--- src/common/bp_pkg.sv ---
// ==============================
// Shared constants of the gselect predictor
// Counters are plain 2-bit saturating counters, taken when the upper bit is set
// ==============================

package bp_pkg;

	// ==============================
	// Slot width
	// ==============================

	// Fetch and commit both move this many instructions per cycle
	// The RTL spells the four fetch and commit ports out by hand, so this stays at 4
	localparam int LANES = 4;

	// ==============================
	// Saturating counter
	// ==============================

	// Width of one pattern table counter
	localparam int CTR_BITS = 2;

	// Value written by the clearing sweep, weakly not taken
	localparam logic [CTR_BITS-1:0] CTR_RESET = 2'd1;

	// Strongly taken, the counter stops here on further taken outcomes
	localparam logic [CTR_BITS-1:0] CTR_MAX = 2'd3;

	// Strongly not taken, the counter stops here on further not-taken outcomes
	localparam logic [CTR_BITS-1:0] CTR_MIN = 2'd0;

	// Values 0 and 1 predict not taken and values 2 and 3 predict taken
	// Only the upper bit is looked at on the fetch side

endpackage

--- src/predictor/history_update.sv ---
// ==============================
// Update stage, one resolved branch per cycle
// Writes and history shifts happen only while en is high
// ==============================

module history_update #(
	parameter int IP_WIDTH      = 32,
	parameter int IP_INDEX_BITS = 7,
	parameter int HIST_BITS     = 2
) (
	input  logic                                  clk,
	input  logic                                  rst,
	input  logic                                  en,
	input  logic                                  drain_valid,
	input  logic [IP_WIDTH-1:0]                   drain_ip,
	input  logic                                  drain_taken,
	input  logic [bp_pkg::CTR_BITS-1:0]           upd_ctr,
	output logic                                  wr_en,
	output logic [IP_INDEX_BITS+HIST_BITS-1:0]    wr_index,
	output logic [bp_pkg::CTR_BITS-1:0]           wr_ctr,
	output logic [HIST_BITS-1:0]                  global_hist
);

	// ==============================
	// Stage register
	// ==============================

	logic                     upd_valid;
	// Only the address bits that reach the index are kept
	logic [IP_INDEX_BITS-1:0] upd_ip_lo;
	logic                     upd_taken;

	always_ff @(posedge clk)
	begin
		if (rst)
		begin
			upd_valid <= 1'b0;
		end
		else
		begin
			upd_valid <= drain_valid;
		end
	end

	always_ff @(posedge clk)
	begin
		upd_ip_lo <= drain_ip[IP_INDEX_BITS-1:0];
		upd_taken <= drain_taken;
	end

	// ==============================
	// Counter update
	// ==============================

	// Address bits sit above the history bits in the gselect index
	// The history used here is the one in force right now, so back to back
	// drains each see the shift made by the one before
	assign wr_index = {upd_ip_lo, global_hist};

	// Step toward the outcome and hold at either end
	always_comb
	begin
		if (upd_taken)
		begin
			wr_ctr = (upd_ctr == bp_pkg::CTR_MAX) ? upd_ctr : upd_ctr + 1'b1;
		end
		else
		begin
			wr_ctr = (upd_ctr == bp_pkg::CTR_MIN) ? upd_ctr : upd_ctr - 1'b1;
		end
	end

	// With en low the entry is simply dropped
	assign wr_en = upd_valid && en;

	// ==============================
	// Global history
	// ==============================

	// Newest outcome enters at bit 0
	always_ff @(posedge clk)
	begin
		if (rst)
		begin
			global_hist <= '0;
		end
		else if (wr_en)
		begin
			global_hist <= (global_hist << 1) | HIST_BITS'(upd_taken);
		end
	end

	// The written counter never jumps more than one step, wrap included
	a_ctr_step: assert property (@(posedge clk) disable iff (rst)
		wr_en |-> (({1'b0, wr_ctr} <= {1'b0, upd_ctr} + 1'b1) &&
		           ({1'b0, upd_ctr} <= {1'b0, wr_ctr} + 1'b1)))
		else $error("counter update moved more than one step");

endmodule

--- config.mk ---
export PLATFORM = sky130hd
export DESIGN_NAME = history_update
export DESIGN_NICKNAME = d
export VERILOG_FILES = /design/src/common/bp_pkg.sv /design/src/predictor/history_update.sv
export SDC_FILE = /design/constraint.sdc
export NUM_CORES = 1
export LEC_CHECK = 0
export ABC_AREA = 0
export CAP_MARGIN = 20
export CORE_AREA = 2 2 39 41
export DETAILED_ROUTE_END_ITERATION = 16
export DIE_AREA = 0 0 41 43
export DONT_BUFFER_PORTS = 1
export PLACE_DENSITY = 0.37
export REMOVE_ABC_BUFFERS = 1
export SETUP_SLACK_MARGIN = 0.05
export SYNTH_ARGS = -nofsm -noshare
export SYNTH_HDL_FRONTEND = slang
export SYNTH_SLANG_ARGS = --single-unit
export TNS_END_PERCENT = 30
--- constraint.sdc ---
create_clock -name clk -period 0.9 [get_ports clk]
set_input_delay 0.225 -clock clk [delete_from_list [all_inputs] [get_ports clk]]
set_output_delay 0.225 -clock clk [all_outputs]
set_load 0.02 [all_outputs]
# Word-level counts from Yosys, hierarchy flattened
# Index checks and enable logic that the tools add are counted.
word_totals:
  register_bits: 11
  inputBits: 39
  out_inout_bits: 14
  wordCells: 13
classes:
  n_addsub: 2
  n_eq_ne: 1
  muxes: 3
  bitwise_logic: 1
  reduce_logical: 2
ops:
  columns: ["op", "count"]
  rows:
  - ["$mux W2", 3]
  - ["$add A2 B1 Y2 const B", 1]
  - ["$eq A2 B2 Y1 const B", 1]
  - ["$logic_not A2 Y1", 1]
  - ["$or A2 B1 Y2", 1]
  - ["$sub A2 B1 Y2 const B", 1]
  - ["$logic_and A1 B1 Y1", 1]

# Logic depth before layout (Yosys ltp)
depth:
  ltp_word: 3
  depth_mapped: 2
  depth_no_buf: 2

# Worst setup path after synthesis
# No wires, ideal clock.
synth_path:
  path_type: "reg-to-output"
  start: "register upd_taken"
  end: "output port wr_ctr[0] in the netlist's numbering"
  arrival_ns: 0.661
  required_time_ns: 0.675
  path_slack_ns: 0.014
  path_stages_with_launch: 2
  n_path_buf: 0
  path_cell_list: "dfxtp_1 -> maj3_2"
synth_between:
  elab_chain_cells: 1
synth_lines:
  columns: ["element", "line", "source"]
  rows:
  - ["start: declaration", "history_update.sv:31", "logic upd_taken;"]
  - ["start signal: assignment", "history_update.sv:48", "upd_taken <= drain_taken;"]
  - ["$mux W2", "history_update.sv:63", "if (upd_taken)"]
  - ["end: declaration", "history_update.sv:20", "output logic [bp_pkg::CTR_BITS-1:0] wr_ctr,"]
# No other way between the ends.

# Worst setup path after layout
# Same ends and word-level chain as after synthesis.

==> load_flow_metrics.sql <==
INSERT INTO impl_metrics (metric_group, metric, value, unit) VALUES
('worst_setup_path', 'path_max_fanout', '3', ''),
('sta', 'worst_hold_slack', '0.02430', 'ns'),
('detailed_routing', 'drt-pass1-iter-count', '1', ''),
('power', 'leakagePower', '0.2002', 'nW'),
('detailed_routing', 'drtIter0Drc', '0', ''),
('global_route', 'first_global_vias', '232', ''),
('sta', 'finalSetupViolations', '7', ''),
('synth', 'synthesis.area', '312.8', 'µm²'),
('sta', 'report.final.slew_viol_count', '0', ''),
('sta', 'fin_crit', '1.165', 'ns'),
('synth', 'synth.top_cell.area_share', '70.40', '%'),
('worst_setup_path', 'cpLargestDelayFamily', 'adder cells', ''),
('die', 'total_die_area', '0.001763', 'mm²'),
('layout', 'regArea', '251.5', 'µm²'),
('die', 'io_pins', '53', ''),
('worst_setup_path', 'critPathSlowestCell', 'sky130_fd_sc_hd__maj3_2', ''),
('die', 'placeable_core_region', '0.001384', 'mm²'),
('layout', 'finalInstanceArea', '511.7', 'µm²'),
('detailed_routing', 'detail_route.wl_per_cell', '10.15', 'µm'),
('sta', 'finalClockSkew', '0.003131', 'ns'),
('global_route', 'antenna_found_initial', '0', ''),
('worst_hold_path', 'hold_class', 'in2reg', ''),
('sta', 'setup_tns', '-0.8692', 'ns'),
('clock_network', 'cts_root_buffer', 'sky130_fd_sc_hd__clkbuf_4', ''),
('worst_hold_path', 'hold-path-endpoint', 'upd_valid', ''),
('sta', 'relSlewSlack', '92.47', '%'),
('global_route', 'overflow', '0', ''),
('placed_design', 'dp_hpwl', '398.4', 'µm'),
('synth', 'synthMostInstantiatedCell', 'sky130_fd_sc_hd__dfxtp_1', ''),
('placed_design', 'gpl.final_weighted_congestion', '0.5641', ''),
('layout', 'layout-drive-gt1-share', '59.46', '%'),
('layout', 'multiInputGateArea', '73.82', 'µm²'),
('synth', 'synth-async-reset-ratio', '0', '%'),
('synth', 'netlist.top_cell.by_area', 'sky130_fd_sc_hd__dfxtp_1', ''),
('worst_setup_path', 'cp.required', '0.67', 'ns'),
('outcome', 'run_status', 'complete, but fails checks', ''),
('clock_network', 'worst_setup_hold_path_clk_slew', '0.07', 'ns'),
('synth', 'synthTopCellsByArea', 'sky130_fd_sc_hd__dfxtp_1, sky130_fd_sc_hd__maj3_2, sky130_fd_sc_hd__buf_4', ''),
('die', 'std_cell_rows', '14', ''),
('detailed_routing', 'drcViolationCount', '0', ''),
('synth', 'synth_seq_area_share', '70.40', '%'),
('layout', 'layout.nets', '77', ''),
('synth', 'synth_commonest_cells', 'sky130_fd_sc_hd__dfxtp_1, sky130_fd_sc_hd__buf_4, sky130_fd_sc_hd__maj3_2, sky130_fd_sc_hd__nand2b_1', ''),
('outcome', 'violations', 'setup timing', ''),
('sta', 'finalWorstSetupSlack', '-0.2646', 'ns'),
('layout', 'finalNonFillerCells', '53', ''),
('sta', 'timing.final.crit_share', '129.4', '%'),
('sta', 'final-hold-violation-count', '0', ''),
('worst_setup_path', 'sequence_of_cells_on_the_critical_path', 'maj3_2', ''),
('global_route', 'grt_first_pass_wirelength', '814', 'µm'),
('layout', 'antenna_cells_inserted', '0', ''),
('detailed_routing', 'ant_nets', '0', ''),
('clock_network', 'clock_tree.htree_level_count', '1', ''),
('worst_hold_path', 'holdCritStartpoint', 'rst', ''),
('layout', 'areaGrowthSynthToFinish', '63.60', '%'),
('worst_setup_path', 'slowest_delay', '0.35', 'ns'),
('worst_setup_path', 'timing.critical_path.from_type', 'register', ''),
('clock_network', 'clock_tree_from_tritoncts', 'built', ''),
('synth', 'synth_seq_cells', '11', ''),
('global_route', 'grt_util_all_layers', '7.265', '%'),
('placed_design', 'place_inst', '40', ''),
('layout', 'fillers', '130', ''),
('synth', 'synthesis.area_per_instance', '13.60', 'µm²'),
('power', 'p_total', '0.9247', 'mW'),
('die', 'die_height', '43', 'µm'),
('sta', 'rsz0062_at_grt', 'true', ''),
('worst_hold_path', 'hold_path_depth', '1', ''),
('worst_setup_path', 'timing.reg2reg.worst_path_depth', '2', ''),
('synth', 'synth_cells', '23', ''),
('worst_setup_path', 'critPathArrivalTime', '0.94', 'ns'),
('detailed_routing', 'route.vias.total', '208', '');
-- cells in the final DEF (no fill, tap or decap) --
cell type / Yosys / routed
sky130_fd_sc_hd__clkbuf_4: 0 / 3
sky130_fd_sc_hd__inv_1: 1 / 1
sky130_fd_sc_hd__o21ai_1: 1 / 1
sky130_fd_sc_hd__maj3_2: 2 / 2
sky130_fd_sc_hd__buf_4: 2 / 2
sky130_fd_sc_hd__dlygate4sd3_1: 0 / 8
sky130_fd_sc_hd__nand2b_1: 2 / 2
sky130_fd_sc_hd__nand4b_1: 1 / 1
sky130_fd_sc_hd__buf_12: 0 / 2
sky130_fd_sc_hd__nor2b_1: 1 / 1
sky130_fd_sc_hd__dfxtp_2: 0 / 4
sky130_fd_sc_hd__mux2i_1: 1 / 1
sky130_fd_sc_hd__and2_4: 1 / 1
sky130_fd_sc_hd__clkinv_2: 0 / 1
sky130_fd_sc_hd__dfxtp_4: 0 / 7
-- where the power goes --
part / internal [mW] / switching [mW]
Sequential: 0.503 / 0.0323
Clock: 0.164 / 0.151
Combinational: 0.0464 / 0.0274
-- kinds of logic (layout without fill, tap and decap cells) --
group | after synthesis | count (layout) | share of synthesized area (%)
mux | 1 | 1 | 3.200
compound gates | 1 | 1 | 1.598
buf+inv | 3 | 17 | 5.997
fa+ha+maj | 2 | 2 | 7.199
flops | 11 | 11 | 70.40
simple gates | 5 | 5 | 11.60
-- final cells by class --
class                   count  area share [%]
inverters                   1          0.7335
clock buffers               3           4.401
repair buffers             12           26.41
flip-flops and latches     11           49.14
well taps                  16           3.912
multi-input cells           9           14.43
clock inverters             1          0.9780
-- registers in the layout, summed over array words and instances (netlist names) --
register	cells
upd_taken	1
global_hist	2
upd_ip_lo	7
upd_valid	1
-- worst max path at each step --
stage,start,to,slack (ns),depth (start not counted)
6_report,upd_taken,wr_ctr[0],-0.26,1
5_1_grt,upd_taken,wr_ctr[0],-0.30,1
4_1_cts,upd_taken,wr_ctr[0],-0.28,1
3_5_place_dp,upd_taken,wr_ctr[0],0.004,1
3_3_place_gp,upd_taken,wr_ctr[0],0.005,1
2_1_floorplan,upd_taken,wr_ctr[0],0.01,1
-- repair_timing --
action                                  4_1_cts  5_1_grt
hold buffers                                  8        0
pin swaps                                     3        0
endpoints found under the setup margin       14       14
endpoints found under the hold margin         8        0
resized for setup                            18        0
buffers inserted                              0        1
-- metal layers --
| metal | GRT usage (%) | vias up | routed length [µm] |
|---|---|---|---|
| met5 | 0 | - | 0 |
| met4 | 8.000 | 0 | 6 |
| met3 | 3.665 | 2 | 83 |
| met2 | 9.688 | 19 | 261 |
| met1 | 7.190 | 88 | 186 |
| li1 | - | 99 | - |
No activity file was read; power rests on OpenSTA's default activity.
