`config.mk`:
```
export PLATFORM = sky130hd
export DESIGN_NAME = commit_queue
export DESIGN_NICKNAME = d
export VERILOG_FILES = /design/src/common/bp_pkg.sv /design/src/design/commit_queue.sv
export SDC_FILE = /design/constraint.sdc
export NUM_CORES = 2
export LEC_CHECK = 0
export ABC_AREA = 0
export BUFFER_PORTS_ARGS = -buffer_cell sky130_fd_sc_hd__buf_2
export CAP_MARGIN = 40
export CORE_UTILIZATION = 54
export DETAILED_ROUTE_END_ITERATION = 10
export PLACE_DENSITY_LB_ADDON = 0.12
export SLEW_MARGIN = 20
export SYNTH_ARGS = -nofsm -noshare
export SYNTH_HDL_FRONTEND = slang
export SYNTH_SLANG_ARGS = --single-unit
```
`constraint.sdc`:
```
create_clock -name clk -period 4.85 [get_ports clk]
set_input_delay 0.2425 -clock clk [delete_from_list [all_inputs] [get_ports clk]]
set_output_delay 0.2425 -clock clk [all_outputs]
set_load 0.05 [all_outputs]
```
`src/common/bp_pkg.sv`:
```
// ==============================
// Shared constants of the gselect predictor
// Counters are plain 2-bit saturating counters, taken when the upper bit is set
// ==============================

package bp_pkg;

	// ==============================
	// Slot width
	// ==============================

	// Fetch and commit both move this many instructions per cycle
	// The RTL spells the four fetch and commit ports out by hand, so this stays at 4
	localparam int LANES = 4;

	// ==============================
	// Saturating counter
	// ==============================

	// Width of one pattern table counter
	localparam int CTR_BITS = 2;

	// Value written by the clearing sweep, weakly not taken
	localparam logic [CTR_BITS-1:0] CTR_RESET = 2'd1;

	// Strongly taken, the counter stops here on further taken outcomes
	localparam logic [CTR_BITS-1:0] CTR_MAX = 2'd3;

	// Strongly not taken, the counter stops here on further not-taken outcomes
	localparam logic [CTR_BITS-1:0] CTR_MIN = 2'd0;

	// Values 0 and 1 predict not taken and values 2 and 3 predict taken
	// Only the upper bit is looked at on the fetch side

endpackage

```
`src/design/commit_queue.sv`:
```
// ==============================
// Resolved branch queue, up to four pushes and one pop per cycle
// The commit side must never offer more valid slots than free_slots
// QUEUE_DEPTH must be a power of two and at least 4
// ==============================

module commit_queue #(
	parameter int IP_WIDTH    = 32,
	parameter int QUEUE_DEPTH = 16
) (
	input  logic                              clk,
	input  logic                              rst,
	input  logic                              ready,
	input  logic [bp_pkg::LANES-1:0]          commit_valid,
	input  logic [IP_WIDTH-1:0]               commit_ip0,
	input  logic [IP_WIDTH-1:0]               commit_ip1,
	input  logic [IP_WIDTH-1:0]               commit_ip2,
	input  logic [IP_WIDTH-1:0]               commit_ip3,
	input  logic [bp_pkg::LANES-1:0]          commit_taken,
	output logic [$clog2(QUEUE_DEPTH):0]      free_slots,
	output logic                              drain_valid,
	output logic [IP_WIDTH-1:0]               drain_ip,
	output logic                              drain_taken
);

	localparam int PTR_BITS = $clog2(QUEUE_DEPTH);

	// Commit addresses gathered into an array so the packing loop can index them
	logic [IP_WIDTH-1:0] slot_ip [bp_pkg::LANES];

	// Queue storage, one address and one outcome per entry
	logic [IP_WIDTH-1:0] queue_ip    [QUEUE_DEPTH];
	logic                queue_taken [QUEUE_DEPTH];

	logic [PTR_BITS-1:0] head;
	logic [PTR_BITS-1:0] tail;
	logic [PTR_BITS:0]   count;

	// Number of valid slots offered this cycle
	logic [PTR_BITS:0]   offer_cnt;

	// Queue position each slot lands in, only meaningful for valid slots
	logic [PTR_BITS-1:0] slot_pos [bp_pkg::LANES];

	logic                pop;

	assign slot_ip[0] = commit_ip0;
	assign slot_ip[1] = commit_ip1;
	assign slot_ip[2] = commit_ip2;
	assign slot_ip[3] = commit_ip3;

	// ==============================
	// Slot compaction
	// ==============================

	// Each valid slot goes to the tail plus the number of valid slots below it
	// This keeps slot order and leaves no holes when the strobes are sparse
	always_comb
	begin
		offer_cnt = '0;
		for (int i = 0; i < bp_pkg::LANES; i++)
		begin
			slot_pos[i] = tail + offer_cnt[PTR_BITS-1:0];
			offer_cnt = offer_cnt + (PTR_BITS+1)'(commit_valid[i]);
		end
	end

	always_ff @(posedge clk)
	begin
		for (int i = 0; i < bp_pkg::LANES; i++)
		begin
			if (commit_valid[i])
			begin
				queue_ip[slot_pos[i]]    <= slot_ip[i];
				queue_taken[slot_pos[i]] <= commit_taken[i];
			end
		end
	end

	// ==============================
	// Pointers and occupancy
	// ==============================

	// Nothing leaves the queue while the pattern table is still being swept
	assign pop = (count != '0) && ready;

	always_ff @(posedge clk)
	begin
		if (rst)
		begin
			head  <= '0;
			tail  <= '0;
			count <= '0;
		end
		else
		begin
			// Pointers wrap naturally since the depth is a power of two
			tail  <= tail + offer_cnt[PTR_BITS-1:0];
			count <= count + offer_cnt - (PTR_BITS+1)'(pop);
			if (pop)
			begin
				head <= head + 1'b1;
			end
		end
	end

	assign free_slots = (PTR_BITS+1)'(QUEUE_DEPTH) - count;

	// The head entry is presented directly and is taken by the update stage register
	assign drain_valid = pop;
	assign drain_ip    = queue_ip[head];
	assign drain_taken = queue_taken[head];

	// ==============================
	// Checks
	// ==============================

	// The commit side has no stall, so it must watch free_slots itself
	a_no_overflow_offer: assert property (@(posedge clk) disable iff (rst)
		offer_cnt <= free_slots)
		else $error("commit side offered more branches than free slots");

	a_count_in_range: assert property (@(posedge clk) disable iff (rst)
		count <= (PTR_BITS+1)'(QUEUE_DEPTH))
		else $error("queue occupancy above depth");

endmodule

```
After elaboration in Yosys (flattened, before gate mapping):

Memory sizes are Yosys's and may differ from the RTL's. A register that Yosys moved wholly into a read port is not among the register bits.
Index checks and enable logic that the tools add are counted.
Widths: inputs -> output; s select.

* add/sub/neg operators: 11
* mux-type cells: 12
* reduce and logical (&&, ||, !) cells: 2

Operators by type and width (count)
* $mux 4: 4
* $mux 1: 8
* $add 5x4->5: 1
* $reduce_bool 5->1: 1
* $sub 5x1->5: 1
* $sub 5x5->5 const A: 1
* $add 3x1->4: 1
* $add 4x1->4: 1
* $add 4x1->4 const B: 1
* $add 4x2->4: 1
* $add 4x3->4: 1
* $add 4x4->4: 1
* $add 2x1->3: 1
* $add 1x1->2: 1
* $logic_and 1x1->1: 1

* register bits after elaboration: 13
* memory bits (writable): 528
* input port bits: 139
* output and inout bits: 39
* word-level logic and storage cells: 30
* memories kept: 2

Memories
* queue_ip: depth 16, bits a word 32, read ports 1, clocked after memory_dff 1, wr ports 4, RTL line commit_queue.sv:32 `logic [IP_WIDTH-1:0] queue_ip [QUEUE_DEPTH];`
* queue_taken: depth 16, bits a word 1, read ports 1, clocked after memory_dff 1, wr ports 4, RTL line commit_queue.sv:33 `logic queue_taken [QUEUE_DEPTH];`

Depth between registers and ports, before layout:

* word-level depth: 5
* depth in mapped cells: 14
* depth with buffers taken out: 13

Worst setup path before layout:

OpenSTA, ideal clock, no wires.

* path type: in2reg
* start: in commit_valid[0] in the netlist's numbering
* end: mem queue_ip[2][0] (enable)
* setup time: 0.641 ns
* arrival: 3.681 ns
* data required time: 4.209 ns
* setup slack: 0.528 ns
* stages on the path: 10
* buffers on the path: 2
* cell sequence: fa_1 -> ha_1 -> inv_1 -> fa_1 -> nand2b_1 -> buf_1 -> nor3_1 -> o21ai_0 -> clkbuf_1 -> nand4_1

RTL lines
* start: declaration: RTL line commit_queue.sv:14 `input logic [bp_pkg::LANES-1:0] commit_valid,`
* end: declaration: RTL line commit_queue.sv:32

==> qor.txt <==
post-DR vias/cell - 7.381
hold crit path type - input pin to register
commonest cells after routing, fill and taps aside - nand2_1 (1199), and3_1 (532), edfxtp_1 (528), o21ai_0 (457), o2bb2ai_1 (396)
Routed Antenna Nets - 0
maximum clock path buffer count - 3
Tmin final - 3.903 ns
Layout fillers - 6164
grt ovf - 0
met3 usage - 17.00%
Post-CTS Setup Inserts - 0
post-synthesis mux area share - 9.522%
initial antenna violation count - 11
Port Buffers - 177
Worst-Margin Slew - 0.9486 ns
FP Rows - 98
largest family of logic cells by synthesized area - simple AND/OR/NAND/NOR gates
syn nets - 4533
post-synthesis simple-gate area fraction - 23.03%
placed wire-length estimate - 98.79 mm
fin. max-slew vios - 0
Yosys top cell area share - 40.52%
final WL - 166.3 mm
Die H - 271.2 µm
Final Hold Fails - 0
Worst EP required - 5.11 ns
number of global-route vias before repair - 35250
yosys warns - 0
ranking of synthesized cells by area - edfxtp_1 (41%), nand2_1 (12%), mux4_2 (9.5%)
slowest cell delay on critical path - 0.70 ns
I/O pins - 178
DP Area - 40550 µm²
FF+latch count, synth - 545
clk_lat worst skew - 0.63 ns
die area - 73550 µm²
wire per inst - 32.34 µm
CP startpoint kind - register
Initial Util - 54.65%
Peak Freq - 256.2 MHz
Compound-Gate Fraction of Synth Area - 18.03%
crit path max-delay cell type - dfxtp_1
Post-Syn Area - 39130 µm²
maxcap violations - 0
RR Startpoint - tail[1]
CTS clock-pin slew for the worst setup and hold paths - 0.06 ns
sequential fraction of the synthesis area - 41.39%
EDFF count, synth - 528
Core Region - 71610 µm²
Lkg Pwr - 15.59 nW
worst path cell trace - inv_1 -> fa_1 -> nand2_1 -> nor3_1 -> o21ai_4 -> nand3_4 -> buf_4
Hold EP - queue_ip[6][23]
asr flop ratio synth - 0%
share of layout cells above drive strength 1 - 15.93%
Hold Path Origin - commit_ip3[23]
clock sinks - 545
Final setup viols - 0
Nets - 4310
storage element area - 16210 µm²
Die W - 271.2 µm
CTS buffer count - 66
Max FO, Critical Path - 19
period utilisation layout - 80.48%
cts repair resizes - 0
area leader, netlist - edfxtp_1
PD cells - 545.9 nW/µm²
depth of the worst register-to-register path - 7
peak supply drop - 0.5790 mV
reg-to-reg slack, setup - 0.95 ns
placed insts - 5021
first-pass GRT wire length - 239.1 mm
largest net degree at the start of global routing - 68
CP Capture Type - register
number of remaining DRC errors - 0
Yosys cell types - 62
CTS root buf - clkbuf_16
grt met1 use - 58.10%
Top Usage Layer GRT - met2
WHS Path Cells - 3
post-synthesis adder-cell area fraction - 0.9720%
Buf+Inv Stages, Crit Path - 2
worst r2r dst - queue_ip[5][10]
Gate Count Post-Synth - 4366
critical path class - register to register
commonest non-fill, non-tap cell in the layout - nand2_1
TNS Setup - 0 ns
fin util - 59.52%
outcome - completed
Crit path depth - 7
Iter 0 DRT Violations - 6496
Final Skew - 0.02948 ns
RSZ-0062 raised after global routing - no
xor/xnor share of the synthesized area - 0.5340%
H-tree levels - 3
first drt pass iteration count - 7
synthesized area per cell - 8.963 µm²
via count - 37950
multi-input logic area - 20890 µm²
Final Wtd Congestion - 0.9292
global-route usage over all layers - 44.27%
post-route cell area - 42620 µm²
CP arrival - 4.16 ns
cell family contributing the most delay on the critical path - simple AND/OR/NAND/NOR gates
area grow syn2layout - 8.921%
Synth Flop Type - edfxtp_1
GR Layer Usage met2 - 62.90%
Slew headroom - 36.76%
CTS tree - done
Finished Layout Cells - 5142
==> worst max path at each step <==
stage | start | end | slack, ns
finish | tail[1] | queue_ip[5][10] | 0.95
global route | tail[1] | queue_ip[5][10] | 0.78
CTS | tail[1] | queue_ip[5][10] | 1.04
detailed placement | commit_valid[0] | queue_ip[5][5] | 0.81
global placement | commit_valid[0] | queue_ip[5][13] | 0.85
floorplan | commit_valid[0] | queue_ip[2][0] | 0.53
==> routing by layer <==
| layer | part of all wire [%] | vias up |
|---|---|---|
| met5 | 0.065 | - |
| met4 | 6.0 | 12 |
| met3 | 17 | 776 |
| met2 | 42 | 3736 |
| met1 | 35 | 18080 |
| li1 | - | 15350 |
==> sequential cells by signal (all words and copies together) (netlist names), named ones only <==
name and cells:
count 5, tail 4, queue_taken 16, queue_ip 512, head 4
==> power by group <==
group | switching [mW] | internal [mW] | total [mW] | leakage [nW]
logic | 7.28 | 3.57 | 10.8 | 9.64
clock network | 2.11 | 2.70 | 4.81 | 0.964
registers | 0.462 | 7.15 | 7.61 | 4.99
==> final cells by class <==
type,count,share of cell area [%]
antenna,6,0.03523
clock buffer,89,4.321
clock inverter,22,0.3141
inverter,21,0.1908
multi-input combinational,3203,49.01
sequential,545,38.03
tap,950,2.789
timing repair buffer,306,5.310
==> worst min-delay path: stages <==
cell and delay [ns]:
buf_2 0.22, nand2_1 0.10, o31ai_1 0.06
==> Yosys cell counts, types with 4 or more instances <==
master     count
nand2_1     1201
xnor2_1        8
buf_2        135
nor2_1        97
nor3_2         7
buf_6          4
buf_1         53
nand4_1        6
inv_1         20
nand3_1       38
clkbuf_1     396
nor3_4         7
edfxtp_1     528
o31ai_1       66
ha_1          24
nor3_1        12
a21oi_1        6
o2bb2ai_1    396
fa_1           4
dfxtp_1       17
a21oi_2        9
o21ai_0      462
nand3b_1       5
nand2b_1       7
buf_4          9
o21ai_2        5
and3_1       534
nor2b_1        5
xor2_1         7
a21o_1        11
mux4_2       165
o21ai_1       76
==> kinds of logic after synthesis <==
family | after synthesis
buffers and inverters | 618
flip-flops | 545
AND/OR/NAND/NOR | 1944
multiplexers | 166
adder cells (fa/ha/maj) | 28
XOR/XNOR | 19
AO/OA/AOI/OAI | 1046
==> through the flow <==
stage                     power [mW]  setup WS [ns]  hold WS (ns)
after floorplan                14.37         0.5279        0.3141
after global placement         17.81         0.8456        0.5212
after detailed placement       18.05         0.8149        0.5318
after CTS                      22.75          1.039        0.1344
after global routing           23.80         0.7798        0.1666
final                          23.27         0.9468        0.1582
==> what timing repair did <==
item | CTS | global route
hold endpoints to repair | 11 | 0
hold buffers | 1 | 0
endpoints found under the setup margin | 0 | 0
No activity file was read; power rests on OpenSTA's default activity.
